[config.mk]
export PLATFORM = sky130hd
export DESIGN_NAME = uart_rx
export DESIGN_NICKNAME = d
export VERILOG_FILES = /design/src/verilog/loader_pkg.sv /design/src/verilog/uart_rx.sv
export VERILOG_INCLUDE_DIRS = /design/src /design/src/verilog
export SDC_FILE = /design/constraint.sdc
export NUM_CORES = 1
export LEC_CHECK = 0
export BUFFER_PORTS_ARGS = -buffer_cell sky130_fd_sc_hd__buf_4
export CAP_MARGIN = 10
export CORE_UTILIZATION = 29
export DETAILED_ROUTE_END_ITERATION = 12
export PLACE_DENSITY_LB_ADDON = 0.05
export SETUP_SLACK_MARGIN = 0.3
export SLEW_MARGIN = 30
export SYNTH_ARGS = -nofsm -noshare
export SYNTH_HDL_FRONTEND = slang
export SYNTH_SLANG_ARGS = --single-unit
[constraint.sdc]
create_clock -name clk -period 1.9 [get_ports clk]
set_clock_uncertainty 0.1 [all_clocks]
set_input_delay 0.095 -clock clk [delete_from_list [all_inputs] [get_ports clk]]
set_output_delay 0.095 -clock clk [all_outputs]
set_load 0.01 [all_outputs]
[src/verilog/loader_defs.svh]
`ifndef LOADER_DEFS_SVH
`define LOADER_DEFS_SVH

// ------------------------------------------------------------------------
// clocking and serial line
// ------------------------------------------------------------------------

`define CLK_HZ          10_000_000              // system clock
`define BIT_RATE        1_000_000               // uart bits per second
`define CYCLES_PER_BIT  (`CLK_HZ / `BIT_RATE)   // 10 clocks per bit
`define PAYLOAD_BITS    8                       // data bits per frame, lsb first

// ------------------------------------------------------------------------
// instruction memory geometry
// ------------------------------------------------------------------------

`define BYTES_PER_WORD  4                       // bytes packed per word
`define IMEM_ADDR_W     8
`define IMEM_DATA_W     32
`define IMEM_DEPTH      256                     // words

// end of image marker, never stored
`define LOAD_END_WORD   32'hffff_ffff

`endif

[src/verilog/loader_pkg.sv]
`include "loader_defs.svh"

package loader_pkg;

    // receiver fsm
    typedef enum logic [1:0] {
        idle,   // line high, waiting for a start edge
        start,  // inside the start bit
        recv,   // shifting in data bits
        stop    // first half of the stop bit
    } uart_state_t;

    // one received character
    typedef logic [`PAYLOAD_BITS-1:0] uart_byte_t;

    // memory side
    typedef logic [`IMEM_ADDR_W-1:0] imem_addr_t;
    typedef logic [`IMEM_DATA_W-1:0] imem_word_t;

    // one extra bit so a full memory (256) is representable
    typedef logic [`IMEM_ADDR_W:0] word_count_t;

    // next byte position inside the word being packed
    typedef logic [$clog2(`BYTES_PER_WORD)-1:0] byte_lane_t;

endpackage

[src/verilog/uart_rx.sv]
`timescale 1ns/1ps
`include "loader_defs.svh"

module uart_rx import loader_pkg::*; (
    input  logic       clk,
    input  logic       resetn,
    input  logic       uart_rxd,     // serial pin, idles high
    input  logic       uart_rx_en,   // freezes the synchronizer when low
    output logic       rx_valid,     // one cycle per received byte
    output logic       rx_break,     // byte was all zeros
    output uart_byte_t rx_data
);

    localparam int CNT_W = $clog2(`CYCLES_PER_BIT);
    localparam int BIT_W = $clog2(`PAYLOAD_BITS);

    localparam logic [CNT_W-1:0] BIT_LAST = CNT_W'(`CYCLES_PER_BIT - 1);
    localparam logic [CNT_W-1:0] BIT_MID  = CNT_W'(`CYCLES_PER_BIT / 2 - 1);
    localparam logic [BIT_W-1:0] LAST_BIT = BIT_W'(`PAYLOAD_BITS - 1);

    logic             rxd_meta;    // first sync stage
    logic             rxd_sync;    // safe to use from here on
    uart_state_t      state;
    logic [CNT_W-1:0] cycle_cnt;   // clocks within the current bit
    logic [BIT_W-1:0] bit_cnt;     // data bit index
    uart_byte_t       shift_reg;
    logic             mid_bit;
    logic             bit_end;

    // ------------------------------------------------------------------------
    // input synchronizer
    // ------------------------------------------------------------------------

    always_ff @(posedge clk) begin
        if (!resetn) begin
            rxd_meta <= 1'b1;  // line idle level
            rxd_sync <= 1'b1;
        end else if (uart_rx_en) begin
            rxd_meta <= uart_rxd;
            rxd_sync <= rxd_meta;
        end
    end

    // ------------------------------------------------------------------------
    // bit timing
    // ------------------------------------------------------------------------

    assign mid_bit = (cycle_cnt == BIT_MID);   // sample point
    assign bit_end = (cycle_cnt == BIT_LAST);

    always_ff @(posedge clk) begin
        if (!resetn) begin
            cycle_cnt <= '0;
        end else if (state == idle || bit_end) begin
            cycle_cnt <= '0;  // restart on every bit boundary
        end else begin
            cycle_cnt <= cycle_cnt + 1'b1;
        end
    end

    // lsb arrives first, so shift in from the top
    always_ff @(posedge clk) begin
        if (state == recv && mid_bit) begin
            shift_reg <= {rxd_sync, shift_reg[`PAYLOAD_BITS-1:1]};
        end
    end

    // ------------------------------------------------------------------------
    // frame fsm
    // ------------------------------------------------------------------------

    always_ff @(posedge clk) begin
        if (!resetn) begin
            state    <= idle;
            bit_cnt  <= '0;
            rx_valid <= 1'b0;
            rx_break <= 1'b0;
            rx_data  <= '0;
        end else begin
            rx_valid <= 1'b0;  // strobes, high for one cycle only
            rx_break <= 1'b0;
            case (state)
                idle: begin
                    bit_cnt <= '0;
                    if (!rxd_sync) begin
                        state <= start;  // falling edge seen
                    end
                end
                start: begin
                    if (mid_bit && rxd_sync) begin
                        state <= idle;  // glitch, not a real start bit
                    end else if (bit_end) begin
                        state <= recv;
                    end
                end
                recv: begin
                    if (bit_end) begin
                        if (bit_cnt == LAST_BIT) begin
                            state <= stop;
                        end else begin
                            bit_cnt <= bit_cnt + 1'b1;
                        end
                    end
                end
                stop: begin
                    // hand the byte over in the middle of the stop bit
                    if (mid_bit) begin
                        rx_valid <= 1'b1;
                        rx_break <= (shift_reg == '0);
                        rx_data  <= shift_reg;
                        state    <= idle;
                    end
                end
                default: state <= idle;
            endcase
        end
    end

    // ------------------------------------------------------------------------
    // checks
    // ------------------------------------------------------------------------

    // break is only meaningful alongside a byte
    a_break_needs_valid: assert property (@(posedge clk) disable iff (!resetn)
        rx_break |-> rx_valid);

    // downstream counts bytes by strobe, so never two in a row
    a_valid_one_cycle: assert property (@(posedge clk) disable iff (!resetn)
        rx_valid |=> !rx_valid);

endmodule

# After elaboration in Yosys (flattened, before gate mapping)
# Index checks and enable logic that the tools add are counted.
[classes]
addsub = 2
eq_ne = 12
n_mux = 11
bitwise_logic = 1
n_reduce_logical = 12
[op_table]
columns = ["operator", "count"]
rows = [
  ["2-to-1 mux 2 bit", 6],
  ["logical NOT 8 bit", 1],
  ["inequality test 2 bit (second input constant)", 4],
  ["one-hot mux 2 bit (4 select lines)", 1],
  ["2-to-1 mux 3 bit", 2],
  ["one-hot mux 3 bit (2 select lines)", 1],
  ["AND reduction 3 bit", 2],
  ["AND reduction 5 bit", 1],
  ["adder 4 x 1 -> 4 bit (second input constant)", 1],
  ["== test 2 bit (second input constant)", 2],
  ["== test 4 x 3 -> 1 bit (second input constant)", 1],
  ["== test 4 bit (second input constant)", 1],
  ["AND reduction 2 bit", 2],
  ["adder 3 x 1 -> 3 bit (second input constant)", 1],
  ["== test 3 bit (second input constant)", 1],
  ["inequality test 3 bit (second input constant)", 1],
  ["== test 2 x 1 -> 1 bit (second input constant)", 1],
  ["logical AND 1 bit", 2],
  ["logical NOT 2 bit", 1],
  ["inequality test 2 x 1 -> 1 bit (second input constant)", 1],
  ["nonzero test 2 bit", 1],
  ["OR reduction 2 bit", 1],
  ["logical OR 1 bit", 1],
  ["2-to-1 mux 1 bit", 1],
  ["NOT 1 bit", 1],
]
[totals]
register_bits = 29
input_bits = 4
out_inout_bits = 10
wordCells = 47

# Longest topological paths before layout
# Gate-level depths: netlist (run 1).
[logic_depth]
depth_word = 4
mapped_depth = 5
ltp_nobuf = 5

# Worst setup path before layout (run 1)
# OpenSTA, ideal clock, no wires.
[synth_path]
path_kind = "reg-to-reg"
from = "register cycle_cnt[0]"
to = "register shift_reg[0], enable pin"
setup_time_ns = 0.370
arrival_ns = 1.130
setup_slack_ns = 0.300
path_stages_with_launch = 5
n_path_buf = 0
period_less_slack_ns = 1.600
cell_sequence = "dfxtp_1 inv_1 ha_1 nand3b_2 nor2_1"
[synth_between]
elab_chain_cells = 2
[synth_lines]
columns = ["element", "line_no", "text"]
rows = [
  ["from (decl)", "uart_rx.sv:24", "logic [CNT_W-1:0] cycle_cnt;"],
  ["from (signal assigned)", "uart_rx.sv:57", "cycle_cnt <= cycle_cnt + 1'b1;"],
  ["== test 4 x 3 -> 1 bit", "uart_rx.sv:48", "assign mid_bit = (cycle_cnt == BIT_MID);"],
  ["logical AND 1 bit", "uart_rx.sv:63", "if (state == recv && mid_bit) begin"],
  ["to (signal assigned)", "uart_rx.sv:64", "shift_reg <= {rxd_sync, shift_reg[`PAYLOAD_BITS-1:1]};"],
  ["to (decl)", "uart_rx.sv:26", "uart_byte_t shift_reg;"],
]
# Every way passes these cells.
# A chain may end at the register's enable or synchronous reset.

# Worst setup path in the final report (run 1)
[layout_path]
from = "register bit_cnt[1]"
to = "register bit_cnt[2]"
[layout_between]
elab_chain_cells = 4
[layout_lines]
columns = ["element", "line_no", "text"]
rows = [
  ["from (decl)", "uart_rx.sv:25", "logic [BIT_W-1:0] bit_cnt;"],
  ["from (signal assigned)", "uart_rx.sv:101", "bit_cnt <= bit_cnt + 1'b1;"],
  ["adder 3 x 1 -> 3 bit", "uart_rx.sv:101", ""],
  ["2-to-1 mux 3 bit", "uart_rx.sv:98", "if (bit_cnt == LAST_BIT) begin"],
  ["2-to-1 mux 3 bit", "uart_rx.sv:97", "if (bit_end) begin"],
  ["one-hot mux 3 bit (2 select lines)", "uart_rx.sv:82", "case (state)"],
]
# Parallel ways exist; a longest one is shown, timed or not. The select of a mux whose other input is x is not followed.

==> metrics, run 1 <==
largest net degree at the start of global routing 25; DRT iter0 DRCs 44; # diodes 0; # IOs 14; pwr/cell area 746 mW/mm²; status finished, final reports clean; first-pass GRT wire length 3940 µm; Post-DP HPWL 1650 µm; CTS tree built; hold slack 0.0196 ns; top post-synthesis cells by count nand2_1, dfxtp_1, mux2i_1; fmax 658 MHz; Synth Register Bits 29; largest family of logic cells by synthesized area simple AND/OR/NAND/NOR gates; fraction of the cycle the final worst path needs 80.0%; RSZ-0062 raised after global routing yes; IO Port Bufs 13; area share of the largest cell type after synthesis 34.9%; syn avg cell area 10.9 µm²; H-tree depth 2; Synth Flop Type dfxtp_1; clk buf depth 2; Setup TNS 0 ns; Mapped Cells 111; via count 883; num rows 23; Max IR drop VDD 0.000349 V; Seq/Total Area, Yosys 54.8%; initial core utilization 30.2%; GPL Wtd Cong 0.699; area of the multi-input gates 541 µm²; Vias/cell 4.77; CP endpoint kind flop; kind of critical path flop to flop; placed cell area 0.00137 mm²; Worst-path clk slew 0.06 ns; Placed Cells 172; Worst-Skew Late Latency 0.27 ns; Synth Warn # 0; clk sink count 29; # fillers 415; core area 0.00400 mm²; Max Fanout on Critical Path 5; Worst setup SP type flop; Compound-Gate Fraction of Synth Area 5.08%; Pre-antenna DRT Iters 2; Synth Area in Simple Gates 21.7%; R2R setup slack 0.38 ns; Setup-failing EPs final 0; Max Cap Viol 0; Adder-Cell Fraction of Synth Area 5.19%; Slew @ Worst Pin 0.405 ns; Routed WL 2370 µm; Layout Cells excl Fill 185; CP arrival 1.63 ns; Post-synth EDFFs 8; Hold Crit Class input port to flop; Post-Synth XOR/XNOR Area 1.45%; Max transition margin 73.0%; GRT overflow 0; final-stage net count 144; share of cells above drive strength 1 23.7%; clk root buf clkbuf_8; multiplexer share of the synthesized area 9.13%; # DRC 0; total power draw 1.14 mW; DIE WIDTH 66.5 µm; Final min period 1.52 ns; Die H 66.5 µm; Synth async-reset ratio 0%; most common cell in the netlist nand2_1; Leak 0.565 nW; WP data required 2.00 ns; Syn Nets 120; Yosys top cell by area dfxtp_1; fin. max-slew vios 0; number of CTS-inserted buffers 5; synthesized area 0.00121 mm²; vias in the first global route 841; cell area after layout 0.00152 mm²; Final ANT Viol Nets 0; synth-to-layout area growth 26.2%; Die Area 0.00442 mm²; GRT Total Usage 12.7%; initial antenna violation count 0; Cell variety after synth 31; count of final hold-check violations 0; drt wl/cell 12.8 µm; register area 663 µm²; synth top area cells dfxtp_1, edfxtp_1, mux2i_1
==> stage by stage <==
stage | util, % | worst slack (ns)
detailed placement | 34.2 | 0.228
floorplan | - | 0.319
finish | 38.1 | 0.379
global route | 38.1 | 0.300
CTS | 37.0 | 0.289
global placement | 34.2 | 0.267
==> area by class of cell <==
class                   count  share of cell area [%]
inverters                   4                   0.986
clock inverters             1                   0.247
flip-flops and latches     29                    43.5
well taps                  50                    4.11
clock buffers               6                    4.77
repair buffers             21                    10.8
multi-input cells          74                    35.5
==> cells by family (layout without fill, tap and decap cells) <==
group | Yosys count | in the layout
AND/OR/NAND/NOR | 47 | 47
flip-flops | 29 | 29
multiplexers | 11 | 11
AO/OA/AOI/OAI | 9 | 9
buffers and inverters | 8 | 32
adder cells (fa/ha/maj) | 5 | 5
XOR/XNOR | 2 | 2
==> final timing paths <==
kind / start / to / cells past startpoint
worst max-delay path: bit_cnt[1]$_SDFFE_PN0P_ / bit_cnt[2]$_SDFFE_PN0P_ / 5
worst min-delay path: resetn / rxd_meta$_SDFFE_PN1P_ / 2
worst min register to register: rx_data[1]$_SDFFE_PN0P_ / rx_data[1]$_SDFFE_PN0P_ / 2
worst max register to register: bit_cnt[1]$_SDFFE_PN0P_ / bit_cnt[2]$_SDFFE_PN0P_ / 5
==> repair_timing <==
item / 4_1_cts / 5_1_grt
setup buffers: 1 / 2
pin swaps: 3 / 2
resized for setup: 0 / 6
hold buffers: 3 / 0
hold endpoints to repair: 2 / 0
setup endpoints to repair: 2 / 3
==> where the power goes <==
part / switching [mW] / total [mW] / internal [mW]
combinational: 0.0168 / 0.0322 / 0.0154
sequential: 0.00466 / 0.640 / 0.635
clock: 0.218 / 0.464 / 0.246
==> critical path: stages, from the launching register on <==
cell,delay [ns]
dfxtp_2,0.34
ha_4,0.16
ha_4,0.15
nand4bb_4,0.21
or3_1,0.37
a31oi_1,0.12
==> layout by cell type (no fill, tap or decap), types with 2 or more instances in the layout <==
cell type,instances
nor4_1,2
nand3_1,4
dfxtp_2,2
or3_1,2
dlygate4sd3_1,3
dfxtp_1,19
nor2_1,6
buf_4,18
clkbuf_8,5
ha_4,2
edfxtp_1,8
mux2i_1,11
ha_1,3
inv_1,4
a31oi_1,2
nand2_1,23
==> metal layers <==
layer	vias to the layer above	share of wire [%]	track usage, %
met4	0	2.4	6.38
met5	-	0	0
met3	7	3.2	5.14
met1	429	42	13.8
met2	12	52	21.0
li1	435	-	-
Power figures use the tool's default switching activity.
==> inputs of run 2 (changes only) <==
- clock period: 1.9 -> 1.6 ns (I/O delays scaled with it)
==> run 2 against run 1 <==
  * Cell count up 2.2%
  * Clock-buffer cell count unchanged
  * Die area unchanged
  * Utilization up 2.5 points
  * Total power up 20%
  * Worst setup slack worse by 0.33 ns
==> metrics, run 2 (synthesis results as in run 1) <==
Max Cap Viol 0 (unchanged); RSZ-0062 raised after global routing yes; Final ANT Viol Nets 0 (unchanged); CP endpoint kind flop; clk root buf clkbuf_8; Worst setup SP type flop; drt wl/cell 12.4 µm (-3.5%); number of CTS-inserted buffers 5 (unchanged); Setup-failing EPs final 0 (unchanged); most frequent cells in the layout nand2_1, buf_4, dfxtp_1; Final min period 1.55 ns (+0.0328 ns); met3 WL post-DR 112 µm (+47%); GPL Wtd Cong 0.676 (-3.3%); initial core utilization 30.2% (unchanged); post-route core utilization 40.5% (+2.5 points); commonest non-fill, non-tap cell in the layout nand2_1; status finished, final reports clean; pwr/cell area 844 mW/mm² (+13%); Leak 0.609 nW (+7.9%); WP data required 1.70 ns (-0.30 ns); final-stage net count 147 (+2.1%); CP arrival 1.65 ns (+0.02 ns); hold slack 0.0874 ns (+0.0679 ns); # DRC 0 (unchanged); GRT overflow 0 (unchanged); largest net degree at the start of global routing 24 (-4.0%); Vias/cell 4.57 (-4.2%); placed cell area 0.00141 mm² (+3.1%); Slowest-stage cell, CP dfxtp_4; Worst-Skew Late Latency 0.28 ns (about the same); Setup TNS 0 ns (unchanged); PnR worst setup slack 0.0466 ns (-0.333 ns); Post-DP HPWL 1590 µm (-3.6%); # IOs 14 (unchanged); fmax 644 MHz (-2.1%); GRT Total Usage 12.9% (+0.26 points); DRT iter0 DRCs 37 (-16%); fraction of the cycle the final worst path needs 97.1% (+17 points); count of final hold-check violations 0 (unchanged); kind of critical path flop to flop; vias in the first global route 837 (-0.48%); Place WS 0.0409 ns (-0.187 ns); IO Port Bufs 13 (unchanged); initial antenna violation count 0 (unchanged); via count 864 (-2.2%); fin. max-slew vios 0 (unchanged); wl on met1 1130 µm (+12%); synth-to-layout area growth 34.4%; DR WL met2 1050 µm (-15%); clk buf depth 2 (unchanged); Worst Hold Depth 3 (+1); Die H 66.5 µm (unchanged); cell area after layout 0.00162 mm² (+6.5%); Hold Crit Class input port to flop; clk sink count 29 (unchanged); Routed WL 2340 µm (-1.4%); CTS tree built; first-pass GRT wire length 4020 µm (+2.1%); Max Fanout on Critical Path 4 (-1); Pre-antenna DRT Iters 4 (+2); total power draw 1.37 mW (+20%); Max transition margin 75.4% (+2.4 points); Max IR drop VDD 0.000328 V (-6.0%); Die Area 0.00442 mm² (unchanged); crit-path cells ha_4 > ha_4 > nand4bb_4 > or3_1 > a31oi_1; H-tree depth 2 (unchanged); share of cells above drive strength 1 32.4% (+8.7 points); # diodes 0 (unchanged); Placed Cells 173 (+0.58%); crit-path max cell delay 0.36 ns (about the same); Layout Cells excl Fill 189 (+2.2%); Worst-path clk slew 0.06 ns (about the same); num rows 23 (unchanged); worst reg-to-reg path cell count 5 (unchanged); DIE WIDTH 66.5 µm (unchanged); Slew @ Worst Pin 0.367 ns (-0.0373 ns); Top Layer Used met4; critical path's most frequent cell ha_4; core area 0.00400 mm² (unchanged)
==> run 2: layer usage <==
layer  up-vias  GRT usage (%)
met5         -              0
met2        15           17.6
li1        444              -
met1       400           16.8
met3         5           6.16
met4         0           6.38
==> run 2: final cells by class <==
| class | count | area [µm²] |
|---|---|---|
| flip-flops and latches | 29 | 671 |
| well taps | 50 | 62.6 |
| multi-input cells | 74 | 597 |
| clock buffers | 6 | 72.6 |
| repair buffers | 24 | 191 |
| clock inverters | 2 | 10.0 |
| inverters | 4 | 17.5 |
| fillers | 388 | 2380 |
==> run 2: worst paths after layout <==
kind	slack, ns	start	endpoint
worst max-delay path	0.05	bit_cnt[0]$_SDFFE_PN0P_	bit_cnt[0]$_SDFFE_PN0P_
worst min-delay path	0.09	resetn	rx_data[7]$_SDFFE_PN0P_
worst max register to register	0.05	bit_cnt[0]$_SDFFE_PN0P_	bit_cnt[0]$_SDFFE_PN0P_
worst min register to register	0.36	rx_data[1]$_SDFFE_PN0P_	rx_data[1]$_SDFFE_PN0P_
==> run 2: timing repair <==
| item | CTS | global route |
|---|---|---|
| endpoints found under the hold margin | 2 | 0 |
| pin swaps | 6 | 3 |
| gates resized for setup | 11 | 5 |
| setup endpoints to repair | 21 | 22 |
| setup buffers | 3 | 2 |
| hold buffers | 3 | 0 |
==> run 2: worst max-delay path, delay by kind of cell (launching register included) <==
kind / cells / cell delay (ns)
AND/OR/NAND/NOR: 2 / 0.56
adder cells (fa/ha/maj): 2 / 0.31
flip-flops: 1 / 0.36
AO/OA/AOI/OAI: 1 / 0.15
==> run 2: power breakdown <==
| part | internal [mW] | switching (mW) |
|---|---|---|
| Clock | 0.300 | 0.267 |
| Combinational | 0.0209 | 0.0236 |
| Sequential | 0.751 | 0.00468 |
| Total | 1.07 | 0.295 |
