$ cat src/verilog/loader_defs.svh
`ifndef LOADER_DEFS_SVH
`define LOADER_DEFS_SVH

// ------------------------------------------------------------------------
// clocking and serial line
// ------------------------------------------------------------------------

`define CLK_HZ          10_000_000              // system clock
`define BIT_RATE        1_000_000               // uart bits per second
`define CYCLES_PER_BIT  (`CLK_HZ / `BIT_RATE)   // 10 clocks per bit
`define PAYLOAD_BITS    8                       // data bits per frame, lsb first

// ------------------------------------------------------------------------
// instruction memory geometry
// ------------------------------------------------------------------------

`define BYTES_PER_WORD  4                       // bytes packed per word
`define IMEM_ADDR_W     8
`define IMEM_DATA_W     32
`define IMEM_DEPTH      256                     // words

// end of image marker, never stored
`define LOAD_END_WORD   32'hffff_ffff

`endif

$ cat src/verilog/loader_pkg.sv
`include "loader_defs.svh"

package loader_pkg;

    // receiver fsm
    typedef enum logic [1:0] {
        idle,   // line high, waiting for a start edge
        start,  // inside the start bit
        recv,   // shifting in data bits
        stop    // first half of the stop bit
    } uart_state_t;

    // one received character
    typedef logic [`PAYLOAD_BITS-1:0] uart_byte_t;

    // memory side
    typedef logic [`IMEM_ADDR_W-1:0] imem_addr_t;
    typedef logic [`IMEM_DATA_W-1:0] imem_word_t;

    // one extra bit so a full memory (256) is representable
    typedef logic [`IMEM_ADDR_W:0] word_count_t;

    // next byte position inside the word being packed
    typedef logic [$clog2(`BYTES_PER_WORD)-1:0] byte_lane_t;

endpackage

$ cat src/verilog/word_loader.sv
`timescale 1ns/1ps
`include "loader_defs.svh"

module word_loader import loader_pkg::*; (
    input  logic        clk,
    input  logic        resetn,
    input  logic        rx_valid,
    input  uart_byte_t  rx_data,
    output logic        wr_en,       // one cycle write strobe to the sram
    output imem_addr_t  wr_addr,
    output imem_word_t  wr_data,
    output word_count_t word_count,  // words stored so far
    output logic        write_done   // sticky until reset
);

    localparam byte_lane_t LANE_LAST = byte_lane_t'(`BYTES_PER_WORD - 1);

    byte_lane_t lane;        // where the next byte goes
    imem_word_t word_buf;    // partially packed word
    imem_word_t word_next;   // word_buf with the incoming byte merged in
    logic       mem_full;
    logic       accept;
    logic       word_full;

    // ------------------------------------------------------------------------
    // byte packing
    // ------------------------------------------------------------------------

    assign mem_full  = (word_count == word_count_t'(`IMEM_DEPTH));
    assign accept    = rx_valid && !write_done && !mem_full;
    assign word_full = accept && (lane == LANE_LAST);  // fourth byte

    // little endian, lane 0 is bits 7:0
    always_comb begin
        word_next = word_buf;
        word_next[lane*`PAYLOAD_BITS +: `PAYLOAD_BITS] = rx_data;
    end

    always_ff @(posedge clk) begin
        if (accept) begin
            word_buf <= word_next;
        end
        if (word_full) begin
            wr_data <= word_next;
            wr_addr <= word_count[`IMEM_ADDR_W-1:0];  // first word at 0
        end
    end

    // ------------------------------------------------------------------------
    // write control
    // ------------------------------------------------------------------------

    always_ff @(posedge clk) begin
        if (!resetn) begin
            lane       <= '0;
            wr_en      <= 1'b0;
            word_count <= '0;
            write_done <= 1'b0;
        end else begin
            wr_en <= 1'b0;
            if (mem_full) begin
                write_done <= 1'b1;  // memory exhausted, stop loading
            end
            if (accept) begin
                lane <= lane + 1'b1;  // wraps back to lane 0
            end
            if (word_full) begin
                if (word_next == `LOAD_END_WORD) begin
                    // terminator is neither stored nor counted
                    write_done <= 1'b1;
                end else begin
                    wr_en      <= 1'b1;
                    word_count <= word_count + 1'b1;
                end
            end
        end
    end

    // ------------------------------------------------------------------------
    // checks
    // ------------------------------------------------------------------------

    // the image is closed once done, no late writes into it
    a_no_write_when_done: assert property (@(posedge clk) disable iff (!resetn)
        write_done |-> !wr_en);

endmodule
$ cat config.mk
export PLATFORM = sky130hd
export DESIGN_NAME = word_loader
export DESIGN_NICKNAME = d
export VERILOG_FILES = /design/src/verilog/loader_pkg.sv /design/src/verilog/word_loader.sv
export VERILOG_INCLUDE_DIRS = /design/src /design/src/verilog
export SDC_FILE = /design/constraint.sdc
export NUM_CORES = 1
export LEC_CHECK = 0
export BUFFER_PORTS_ARGS = -buffer_cell sky130_fd_sc_hd__buf_4
export CORE_MARGIN = 2
export CORE_UTILIZATION = 45
export CTS_CLUSTER_SIZE = 12
export DETAILED_ROUTE_END_ITERATION = 12
export GPL_TIMING_DRIVEN = 0
export PLACE_DENSITY = 0.77
export SKIP_CTS_REPAIR_TIMING = 1
export SLEW_MARGIN = 15
export SYNTH_ARGS = -nofsm -noshare
export SYNTH_HDL_FRONTEND = slang
export SYNTH_SLANG_ARGS = --single-unit
$ cat constraint.sdc
create_clock -name clk -period 3.41 [get_ports clk]
set_input_delay 0.5115 -clock clk [delete_from_list [all_inputs] [get_ports clk]]
set_output_delay 0.5115 -clock clk [all_outputs]
set_load 0.02 [all_outputs]
=== Word-level counts from Yosys, hierarchy flattened ===
Index checks and enable logic that the tools add are counted.

* Logic and storage cells: 28
* Output and inout port bits: 51
* Input bits: 11
* Register bits: 85

* Bitwise gates (word level): 1
* Equal/unequal tests: 3
* Reduce and logical (&&, ||, !) cells: 7
* Shifts and indexed selects: 2
* $add $sub $neg: 3
* Mux-type cells: 5

{| class="wikitable"
|+ Operator list
! operator !! count
|-
| negation 5 -> 34 bit || 1
|-
| variable shift 8 x 34 -> 32 bit (first input constant) || 1
|-
| variable part select 8 x 34 -> 32 bit || 1
|-
| bitwise mux 32 bit || 1
|-
| == test 32 bit (second input constant) || 1
|-
| adder 9 x 1 -> 9 bit (second input constant) || 1
|-
| == test 9 bit (second input constant) || 1
|-
| two-way mux 1 bit || 4
|-
| AND reduction 2 bit || 2
|-
| logical AND 1 bit || 3
|-
| adder 2 x 1 -> 2 bit (second input constant) || 1
|-
| == test 2 bit (second input constant) || 1
|-
| logical NOT 1 bit || 2
|-
| NOT 1 bit || 1
|}

=== Logic depth before layout (Yosys ltp) ===
Gate-level depths: netlist of run 1.

* Word-level depth: 6
* Gate-level depth with buffers: 11

=== Least setup slack after synthesis of run 1 ===
No wires, ideal clock.

* Path type: reg-to-reg
* From: reg word_count[0]
* To: reg word_count[3]
* Setup time: 71 ps
* Period minus slack after synthesis: 2981 ps
* Stages on the path, launching flop included: 9
* Arrival: 2910 ps
* Buffers on the path: 0
* Path slack: 429 ps
* Cell sequence: dfxtp_1 -> inv_1 -> ha_1 -> nor4b_1 -> a21oi_1 -> and3_1 -> o21ai_4 -> or3_1 -> a21oi_1

* Word-level cells in the longest chain between the ends: 5

{| class="wikitable"
|+ RTL lines
! what !! RTL line !! RTL
|-
| start: declaration || word_loader.sv:12 || <nowiki>output word_count_t word_count,</nowiki>
|-
| start signal: assignment || word_loader.sv:73 || <nowiki>word_count <= word_count + 1'b1;</nowiki>
|-
| == test 9 bit || word_loader.sv:29 || <nowiki>assign mem_full = (word_count == word_count_t'(`IMEM_DEPTH));</nowiki>
|-
| logical NOT 1 bit || word_loader.sv:30 || <nowiki>assign accept = rx_valid && !write_done && !mem_full;</nowiki>
|-
| logical AND 1 bit || word_loader.sv:30 ||
|-
| logical AND 1 bit || word_loader.sv:31 || <nowiki>assign word_full = accept && (lane == LANE_LAST);</nowiki>
|-
| net word_full || word_loader.sv:23 || <nowiki>logic word_full;</nowiki>
|-
| AND reduction 2 bit (no source line) || - ||
|}

The timed path passes the listed nets, and every way through them passes these cells.
A chain may end at the register's enable or synchronous reset.

=== Worst setup path in the final report of run 1 ===
* From: reg lane[0]
* To: reg word_count[0]

* Word-level cells in the longest chain between the ends: 6

{| class="wikitable"
|+ RTL lines
! what !! RTL line !! RTL
|-
| start: declaration || word_loader.sv:18 || <nowiki>byte_lane_t lane;</nowiki>
|-
| start signal: assignment || word_loader.sv:65 || <nowiki>lane <= lane + 1'b1;</nowiki>
|-
| negation 5 -> 34 bit || word_loader.sv:36 || <nowiki>word_next[lane*`PAYLOAD_BITS +: `PAYLOAD_BITS] = rx_data;</nowiki>
|-
| variable part select 8 x 34 -> 32 bit or variable shift 8 x 34 -> 32 bit (tied branches) || word_loader.sv:36 ||
|-
| bitwise mux 32 bit || word_loader.sv:36 ||
|-
| == test 32 bit (no source line) || - ||
|-
| NOT 1 bit (no source line) || - ||
|-
| AND reduction 2 bit (no source line) * || - ||
|}

Every way passes the cells marked *; elsewhere a longest branch is shown, timed or not.

==> results.md, run 1 <==
* Status: finished clean
* Sequential cell area fraction in the yosys report at 67.4%
* Yosys top cell area share at 60.1%
* Synth async-reset ratio at 0%
* Yosys warning total at 0
* Worst clock skew at 0.00910 ns
* DR vias at 2,330
* First-pass GRT wire length at 11.1 mm
* Synth area leaders: edfxtp_1, dfxtp_1, nor2b_1, a31oi_1, inv_1
* Synth cell types at 39
* Slew @ Worst Pin at 0.506 ns
* Syn Inst Count at 269
* RSZ-0062 raised after global routing: false
* Syn-to-layout area delta at 23.2%
* Number of flops mapped to enable cells by yosys at 72
* Rel. slew slack at 66.2%
* Fin crit share at 90.7%
* Fillcell total at 627
* Number of global-route vias before repair at 2,241
* Core area at 7730 sq um
* Nets@finish at 361
* Critical Path AT at 3.32 ns
* Top_reg_cell synth: edfxtp_1
* CP max-delay cell: dfxtp_1
* Port Buffer Count at 61
* Pwr Density at 484 nW/um^2
* Ant. Diodes at 0
* Die H at 93.4 microns
* Min Clock Period, post-route at 3.09 ns
* CP Max Fanout at 10
* Drc violations at 0
* Share of cells above drive strength 1 at 28.7%
* Critical path class: flop to flop
* Count of state elements after synthesis at 85
* Initial Utilization at 46.5%
* Critical path data required time at 3.64 ns
* Most frequent cell after synthesis: edfxtp_1
* Total CTS buffers at 9
* Die X at 93.4 microns
* Clock sink count at 85
* Syn Std Cell Area at 3590 sq um
* Site row count at 32
* CTS tree: built
* Max incr delay on CP at 0.53 ns
* Setup TNS at 0 ns
* Io pins at 62
* Initial DRC Count at 145
* Die area at 8720 sq um
* Hold Fails Final Rpt at 0
* Remaining antenna violation count at 0
* Design area at 4430 sq um
* Post-synthesis net count at 287
* Max-cap violations at 0
* CP Cell Sequence: inv_1 -> ha_1 -> nor2b_1 -> a31oi_1 -> nor4b_1 -> nand4_1 -> o21ai_4 -> buf_6 -> xnor2_1 -> nor2_2
* R2R depth at 10
* Hold Crit Depth at 3
* Mapped Avg Cell Area at 13.4 sq um
* Worst skew pair latency at 0.36 ns
* Fin cells at 450
* Worst Setup End Kind: flop
* Pin count of the biggest net entering global routing at 27
* Clock root buffer master: clkbuf_8
* Initial antenna violation count at 0
* All-layer global routing usage at 17.3%
* Post-DR vias/cell at 5.18
* DP Cell Count at 434
* TritonRoute pass-1 iters at 4
* Flop2flop setup slack at 0.32 ns
* Placed cell areas at 4230 sq um
* Post-Route WL at 7.26 mm
* Max VDD drop at 0.214 mV
* Total grt overflow at 0
* Dpl hpwl at 5.11 mm
* Final Max Slew Viols at 0
* Tightest Hold Check Type: input port to flop
* Setup violations, final at 0
* Fin util at 57.3%
* Type of origin of the critical path: flop
* GPL Wtd Cong at 0.843
* Max Clk Rate at 323 MHz
* H-tree lvl count at 3
* Commonest cells in the netlist: edfxtp_1, nor2b_1, inv_1, a31oi_1, dfxtp_1
* Clk buf depth at 2
* Leading area contributor after synthesis: edfxtp_1
* Wire per inst at 16.1 microns
* CTS clk-pin slew, worst paths at 0.08 ns
* Leakage Power at 1.71 nW
-- layer usage --
layer	part of all wire [%]	track usage [%]	vias to the layer above	wire (microns)
li1	-	-	1136	-
met1	43	21.2	1089	3120
met2	47	27.7	88	3420
met3	7.0	4.67	17	505
met4	2.9	9.80	0	213
met5	0	0	-	0
-- stage by stage --
stage	hold slack (ns)	worst slack [ns]	total power [mW]
global placement	0.500	-0.179	1.47
CTS	0.404	0.331	2.16
global route	0.426	0.0417	2.22
floorplan	0.565	0.429	1.40
detailed placement	0.511	0.362	1.48
finish	0.418	0.318	2.14
-- worst paths after layout --
kind,endpoint,from
setup reg to reg,word_count[0],lane[0]
hold reg to reg,word_count[8],word_count[8]
setup / recovery,word_count[0],lane[0]
hold / removal,word_count[1],resetn
-- cell families after synthesis --
logic type | count (synthesis) | synth area share, %
flip-flops | 85 | 67.4
AND/OR/NAND/NOR | 84 | 14.4
AO/OA/AOI/OAI | 54 | 11.0
buffers and inverters | 37 | 4.28
adder cells (fa/ha/maj) | 7 | 2.44
XOR/XNOR | 2 | 0.487
-- critical path: cells and delay by family, from the launching register on --
kind / cells / cell delay, ns
simple gates: 4 / 1.11
flops: 1 / 0.53
compound gates: 2 / 0.51
buf+inv: 2 / 0.34
fa+ha+maj: 1 / 0.33
xor+xnor: 1 / 0.13
-- flip-flops by register name, summed over array words and instances, names as in the netlist --
signal / count
wr_en: 1
write_done: 1
word_buf: 32
wr_data: 32
wr_addr: 8
word_count: 9
lane: 2
-- placed cells by master, fill, tap and decap left out, types with 2 or more instances in the layout --
cell type  synthesis  layout
a21o_1             2       2
a21oi_1            9       9
a31o_2             9       9
a31oi_1           18      18
and2_1             3       3
buf_2              3       3
buf_4              1      62
clkbuf_1           5       6
clkbuf_8           0      11
dfxtp_1           13      13
edfxtp_1          72      72
ha_1               7       7
inv_1             27      27
nand2_1            6       6
nand3_1            4       4
nand4_1            4       4
nor2_1             6       6
nor2b_1           40      40
nor3_1             2       2
nor4_1             2       2
nor4b_1            3       3
o21ai_0            5       5
o21ai_1            4       4
or3_1              6       6
xnor2_1            2       2
-- layout make-up --
class                           instances  area (sq um)  area share (%)
Sequential cell                        85          2420            54.7
Multi-Input combinational cell        147          1020            23.0
Inverter                               27           101            2.29
Buffer                                 10          53.8            1.22
Clock buffer                           14           184            4.15
Timing Repair Buffer                   63           505            11.4
Clock inverter                          2          13.8           0.311
Tap cell                              102           128            2.88
-- report_power, final --
part	internal, mW	switching [mW]
registers	1.19	0.0143
logic	0.0927	0.160
clock network	0.350	0.337
Power figures use the tool's default switching activity.
==> inputs of run 2 (changes only) <==
--- a/config.mk
+++ b/config.mk
@@ -12,7 +12,7 @@
 export CTS_CLUSTER_SIZE = 12
 export DETAILED_ROUTE_END_ITERATION = 12
 export GPL_TIMING_DRIVEN = 0
-export PLACE_DENSITY = 0.77
+export PLACE_DENSITY = 0.75
 export SKIP_CTS_REPAIR_TIMING = 1
 export SLEW_MARGIN = 15
 export SYNTH_ARGS = -nofsm -noshare
==> run 2 against run 1 <==
Net effect: clock skew hardly changed; register-to-register slack hardly changed; hold slack better by 0.026 ns; sequential power hardly changed; worst setup slack better by 0.0063 ns; critical path depth stayed put; cell area is 0.59% higher; power is 4.3% higher; via count is 1.5% higher; final cell count stayed put; sequential share of layout area is 0.32 points lower; largest power group unchanged.
==> results.md, run 2 (synthesized netlist as in run 1, its figures left out) <==
* Status: finished clean
* Port Buffer Count at 61
* Post-Route WL at 7.19 mm
* Dpl hpwl at 5.16 mm
* Critical Path AT at 3.32 ns
* Syn-to-layout area delta at 23.9%
* Commonest non-fill, non-tap cell in the layout: edfxtp_1
* Total grt overflow at 0
* Design area at 4450 sq um
* Number of global-route vias before repair at 2,263
* Clk buf depth at 2
* Setup violations, final at 0
* Final Max Slew Viols at 0
* First-pass GRT wire length at 11.3 mm
* Pin count of the biggest net entering global routing at 32
* Largest regs: word_buf (32), wr_data (32), word_count (9)
* Clock sink count at 85
* Max VDD drop at 0.208 mV
* Ant. Diodes at 0
* Clock root buffer master: clkbuf_8
* Most frequent cells in the layout: edfxtp_1, buf_4, nor2b_1
* RSZ-0062 raised after global routing: false
* Hold Fails Final Rpt at 0
* DR vias at 2,365
* Io pins at 62
* Seq pwr share at 53.9%
* Reg-to-reg endpoint: word_count[0]
* Pwr Density at 502 nW/um^2
* Psw at 0.537 mW
* Die area at 8720 sq um
* CTS clk-pin slew, worst paths at 0.08 ns
* Tightest Hold Check Type: input port to flop
* H-tree lvl count at 3
* All-layer global routing usage at 17.5%
* Critical path data required time at 3.64 ns
* Fin util at 57.6%
* Max Clk Rate at 324 MHz
* Drc violations at 0
* Internal Power at 1.70 mW
* Placed cell areas at 4230 sq um
* Worst Setup End Kind: flop
* Worst skew pair latency at 0.35 ns
* Logic pwr share at 11.3%
* Share of cells above drive strength 1 at 29.6%
* Critical path class: flop to flop
* Leakage Power at 1.71 nW
* GPL Wtd Cong at 0.822
* Hold Crit Depth at 3
* Type of origin of the critical path: flop
* TritonRoute pass-1 iters at 5
* Initial DRC Count at 176
* Total CTS buffers at 9
* R2R depth at 10
* Post-DR vias/cell at 5.26
* Worst clock skew at 0.00865 ns
* Die H at 93.4 microns
* Core area at 7730 sq um
* CTS tree: built
* Initial Utilization at 46.5%
* Min Clock Period, post-route at 3.09 ns
* Reg2Reg Launch Point: lane[0]
* Site row count at 32
* HP Start: resetn
* Slew @ Worst Pin at 0.491 ns
* Wire per inst at 16.0 microns
* Clk pwr share at 34.8%
* Sw Ratio at 24.0%
* Initial antenna violation count at 0
* Hold EP: word_count[2]
* Remaining antenna violation count at 0
* Die X at 93.4 microns
* CP Max Fanout at 10
* Fin crit share at 90.5%
* Rel. slew slack at 67.3%
* Flop2flop setup slack at 0.32 ns
* Nets@finish at 361
* Max-cap violations at 0
run 2: cell types whose count changed in the layout (fill, tap and decap cells not counted), sizes merged:
cell,delta
clkinvlp,+2
clkbuf,-5
inv,+2
clkinv,-1
bufinv,+2
run 2: layer usage:
metal	part of all wire [%]	wire length (microns)	vias to the layer above	track usage (%)
met5	0	0	-	0
li1	-	-	1136	-
met3	7.0	507	11	5.08
met4	1.5	110	0	5.64
met1	42	2990	1133	22.1
met2	50	3580	85	29.2
run 2: how the worst max path moves through the flow:
| stage | from | endpoint | slack, ns | cells past startpoint |
|---|---|---|---|---|
| 6_report | lane[0] | word_count[0] | 0.32 | 10 |
| 5_1_grt | lane[0] | word_count[0] | 0.06 | 11 |
| 4_1_cts | lane[0] | word_count[0] | 0.26 | 10 |
| 3_5_place_dp | lane[0] | word_count[0] | 0.27 | 10 |
| 3_3_place_gp | lane[0] | word_count[6] | -0.20 | 6 |
| 2_1_floorplan | word_count[0] | word_count[3] | 0.43 | 8 |
run 2: worst max-delay path, stage by stage, from the launching register on:
cell and delay (ns):
dfxtp_1 0.54, inv_1 0.14, ha_1 0.40, nor3b_2 0.40, nand2_1 0.18, a2111oi_4 0.39
nand4b_2 0.23, o21ai_4 0.32, buf_6 0.19, xnor2_1 0.14, nor2_2 0.04
run 2: stage by stage:
stage	power (mW)	instances	hold WS [ns]	setup TNS, ns	setup WS [ns]
final	2.24	450	0.444	0	0.324
after global routing	2.32	450	0.457	0	0.0587
after CTS	2.25	450	0.438	0	0.260
after detailed placement	1.48	434	0.500	0	0.267
after global placement	1.47	432	0.501	-1.48	-0.199
after floorplan	1.40	269	0.565	0	0.429
run 2: final cells by class:
type / instances / area, sq um
clock buffers: 9 / 124
well taps: 102 / 128
fillers: 636 / 3270
repair buffers: 63 / 505
inverters: 27 / 101
clock inverters: 7 / 97.6
plain buffers: 10 / 53.8
flip-flops and latches: 85 / 2420
multi-input cells: 147 / 1020
run 2: power by group through the flow:
stage	logic (mW)	registers (mW)	clock network, mW
2_1_floorplan	0.167	1.23	0
3_3_place_gp	0.241	1.23	0
3_5_place_dp	0.252	1.23	0
4_1_cts	0.253	1.21	0.789
5_1_grt	0.280	1.21	0.831
6_report	0.254	1.21	0.778
==> inputs of run 3 (changes only) <==
--- a/config.mk
+++ b/config.mk
@@ -6,13 +6,13 @@
 export SDC_FILE = /design/constraint.sdc
 export NUM_CORES = 1
 export LEC_CHECK = 0
-export BUFFER_PORTS_ARGS = -buffer_cell sky130_fd_sc_hd__buf_4
 export CORE_MARGIN = 2
-export CORE_UTILIZATION = 45
+export CORE_UTILIZATION = 55
 export CTS_CLUSTER_SIZE = 12
 export DETAILED_ROUTE_END_ITERATION = 12
+export DONT_BUFFER_PORTS = 1
 export GPL_TIMING_DRIVEN = 0
-export PLACE_DENSITY = 0.75
+export PLACE_DENSITY = 0.79
 export SKIP_CTS_REPAIR_TIMING = 1
 export SLEW_MARGIN = 15
 export SYNTH_ARGS = -nofsm -noshare
==> run 3 against run 2 <==
Net effect: first-iteration DRC count shrank 27%; critical endpoint unchanged; sequential share of layout area grew 7.5 points; global-route usage grew 1.6 points; clock skew shrank 0.00054 ns; clock power shrank 24%; sequential cell count is the same; critical path depth is the same; combinational power shrank 11%.
==> results.md, run 3 (synthesized netlist as in run 1, its figures left out) <==
* Critical path class: flop to flop
* Post-DR vias/cell at 5.80
* Max incr delay on CP at 0.53 ns
* Worst skew pair latency at 0.34 ns
* TritonRoute pass-1 iters at 5
* Largest regs: word_buf (32), wr_data (32), word_count (9)
* Dpl hpwl at 4.64 mm
* CP max-delay cell: dfxtp_1
* H-tree lvl count at 3
* Min Clock Period, post-route at 3.11 ns
* Type of origin of the critical path: flop
* Setup violations, final at 0
* Fin util at 61.7%
* First-pass GRT wire length at 10.4 mm
* CTS clk-pin slew, worst paths at 0.08 ns
* DR vias at 2,112
* All-layer global routing usage at 19.1%
* CTS tree: built
* Share of cells above drive strength 1 at 14.3%
* CP Cell Sequence: inv_1 -> ha_1 -> nor3b_2 -> a32oi_1 -> nor4_1 -> nand4_1 -> o21ai_4 -> buf_6 -> xnor2_1 -> nor2_2
* Max VDD drop at 0.280 mV
* Most frequent cells in the layout: edfxtp_1, nor2b_1, inv_1
* Clock sink count at 85
* Leakage Power at 1.39 nW
* Nets@finish at 300
* Final Max Slew Viols at 0
* Port Buffer Count at 0
* Hold_ws at 0.315 ns
* Post-Route WL at 6.60 mm
* Clock root buffer master: clkbuf_8
* Die H at 84.8 microns
* Clk buf depth at 2
* Slew @ Worst Pin at 0.520 ns
* Initial antenna violation count at 0
* Wire per inst at 18.1 microns
* Total grt overflow at 0
* Die area at 7200 sq um
* Remaining antenna violation count at 0
* Min setup slack post-route at 0.299 ns
* Rel. slew slack at 65.3%
* Initial Utilization at 56.6%
* Worst clock skew at 0.00811 ns
* Status: finished clean
* Max Clk Rate at 321 MHz
* Worst Setup End Kind: flop
* GPL Wtd Cong at 0.837
* Site row count at 29
* RSZ-0062 raised after global routing: false
* Pwr Density at 520 nW/um^2
* Hold Fails Final Rpt at 0
* Total CTS buffers at 9
* Fin crit share at 91.2%
* Tightest Hold Check Type: input port to flop
* Drc violations at 0
* Syn-to-layout area delta at 8.91%
* Initial DRC Count at 129
* DP Cell Count at 348
* Critical path data required time at 3.63 ns
* Placement Setup Slack at 0.357 ns
* Fin cells at 364
* Core area at 6350 sq um
* Commonest non-fill, non-tap cell in the layout: edfxtp_1
* Critical Path AT at 3.33 ns
* Ant. Diodes at 0
* Pin count of the biggest net entering global routing at 27
* Die X at 84.8 microns
* Critical path's top delay family: simple AND/OR/NAND/NOR gates
* Max-cap violations at 0
* Io pins at 62
* WP buf/inv at 2
* CP Max Fanout at 10
* Number of global-route vias before repair at 2,043
==> run 3: cell count changes in the layout (fill, tap and decap cells not counted) <==
cell	change
clkinv_2	+3
buf_4	-61
buf_12	-1
clkinvlp_4	+1
buf_16	+1
nor2b_2	-1
inv_6	-2
nor2b_1	+1
bufinv_16	-2
==> run 3: per-stage QoR <==
stage                     area, sq um  power [mW]  TNS (ns)
after floorplan                  3590        1.40         0
after global placement           3690        1.45    -0.852
after detailed placement         3750        1.46         0
after CTS                        3920        2.05         0
after global routing             3920        2.12         0
final                            3920        2.04         0
==> run 3: power breakdown <==
group | switching [mW] | total [mW] | internal (mW)
logic | 0.147 | 0.227 | 0.0798
registers | 0.0214 | 1.21 | 1.19
clock network | 0.336 | 0.595 | 0.259
total | 0.505 | 2.04 | 1.53
==> run 3: per-layer routing <==
| layer | share of wire, % | up-vias | GRT usage (%) | routed length [microns] |
|---|---|---|---|---|
| li1 | - | 1013 | - | - |
| met1 | 43 | 1013 | 25.3 | 2810 |
| met2 | 50 | 75 | 29.1 | 3270 |
| met3 | 5.9 | 11 | 4.47 | 391 |
| met4 | 1.9 | 0 | 11.1 | 127 |
| met5 | 0 | - | 0 | 0 |
==> run 3: final cells by class <==
cell class	instances	area [sq um]
multi-input cells	147	1020
inverters	27	101
clock inverters	7	42.5
flip-flops and latches	85	2420
fillers	466	2430
plain buffers	10	53.8
repair buffers	2	55.1
well taps	77	96.3
clock buffers	9	124
==> run 3: worst paths after layout <==
check / startpoint / to / slack, ns / cells past startpoint
worst max-delay path: lane[0] / word_count[0] / 0.30 / 10
worst min-delay path: resetn / word_count[2] / 0.32 / 2
worst max register to register: lane[0] / word_count[0] / 0.30 / 10
worst min register to register: word_count[8] / word_count[8] / 0.62 / 2
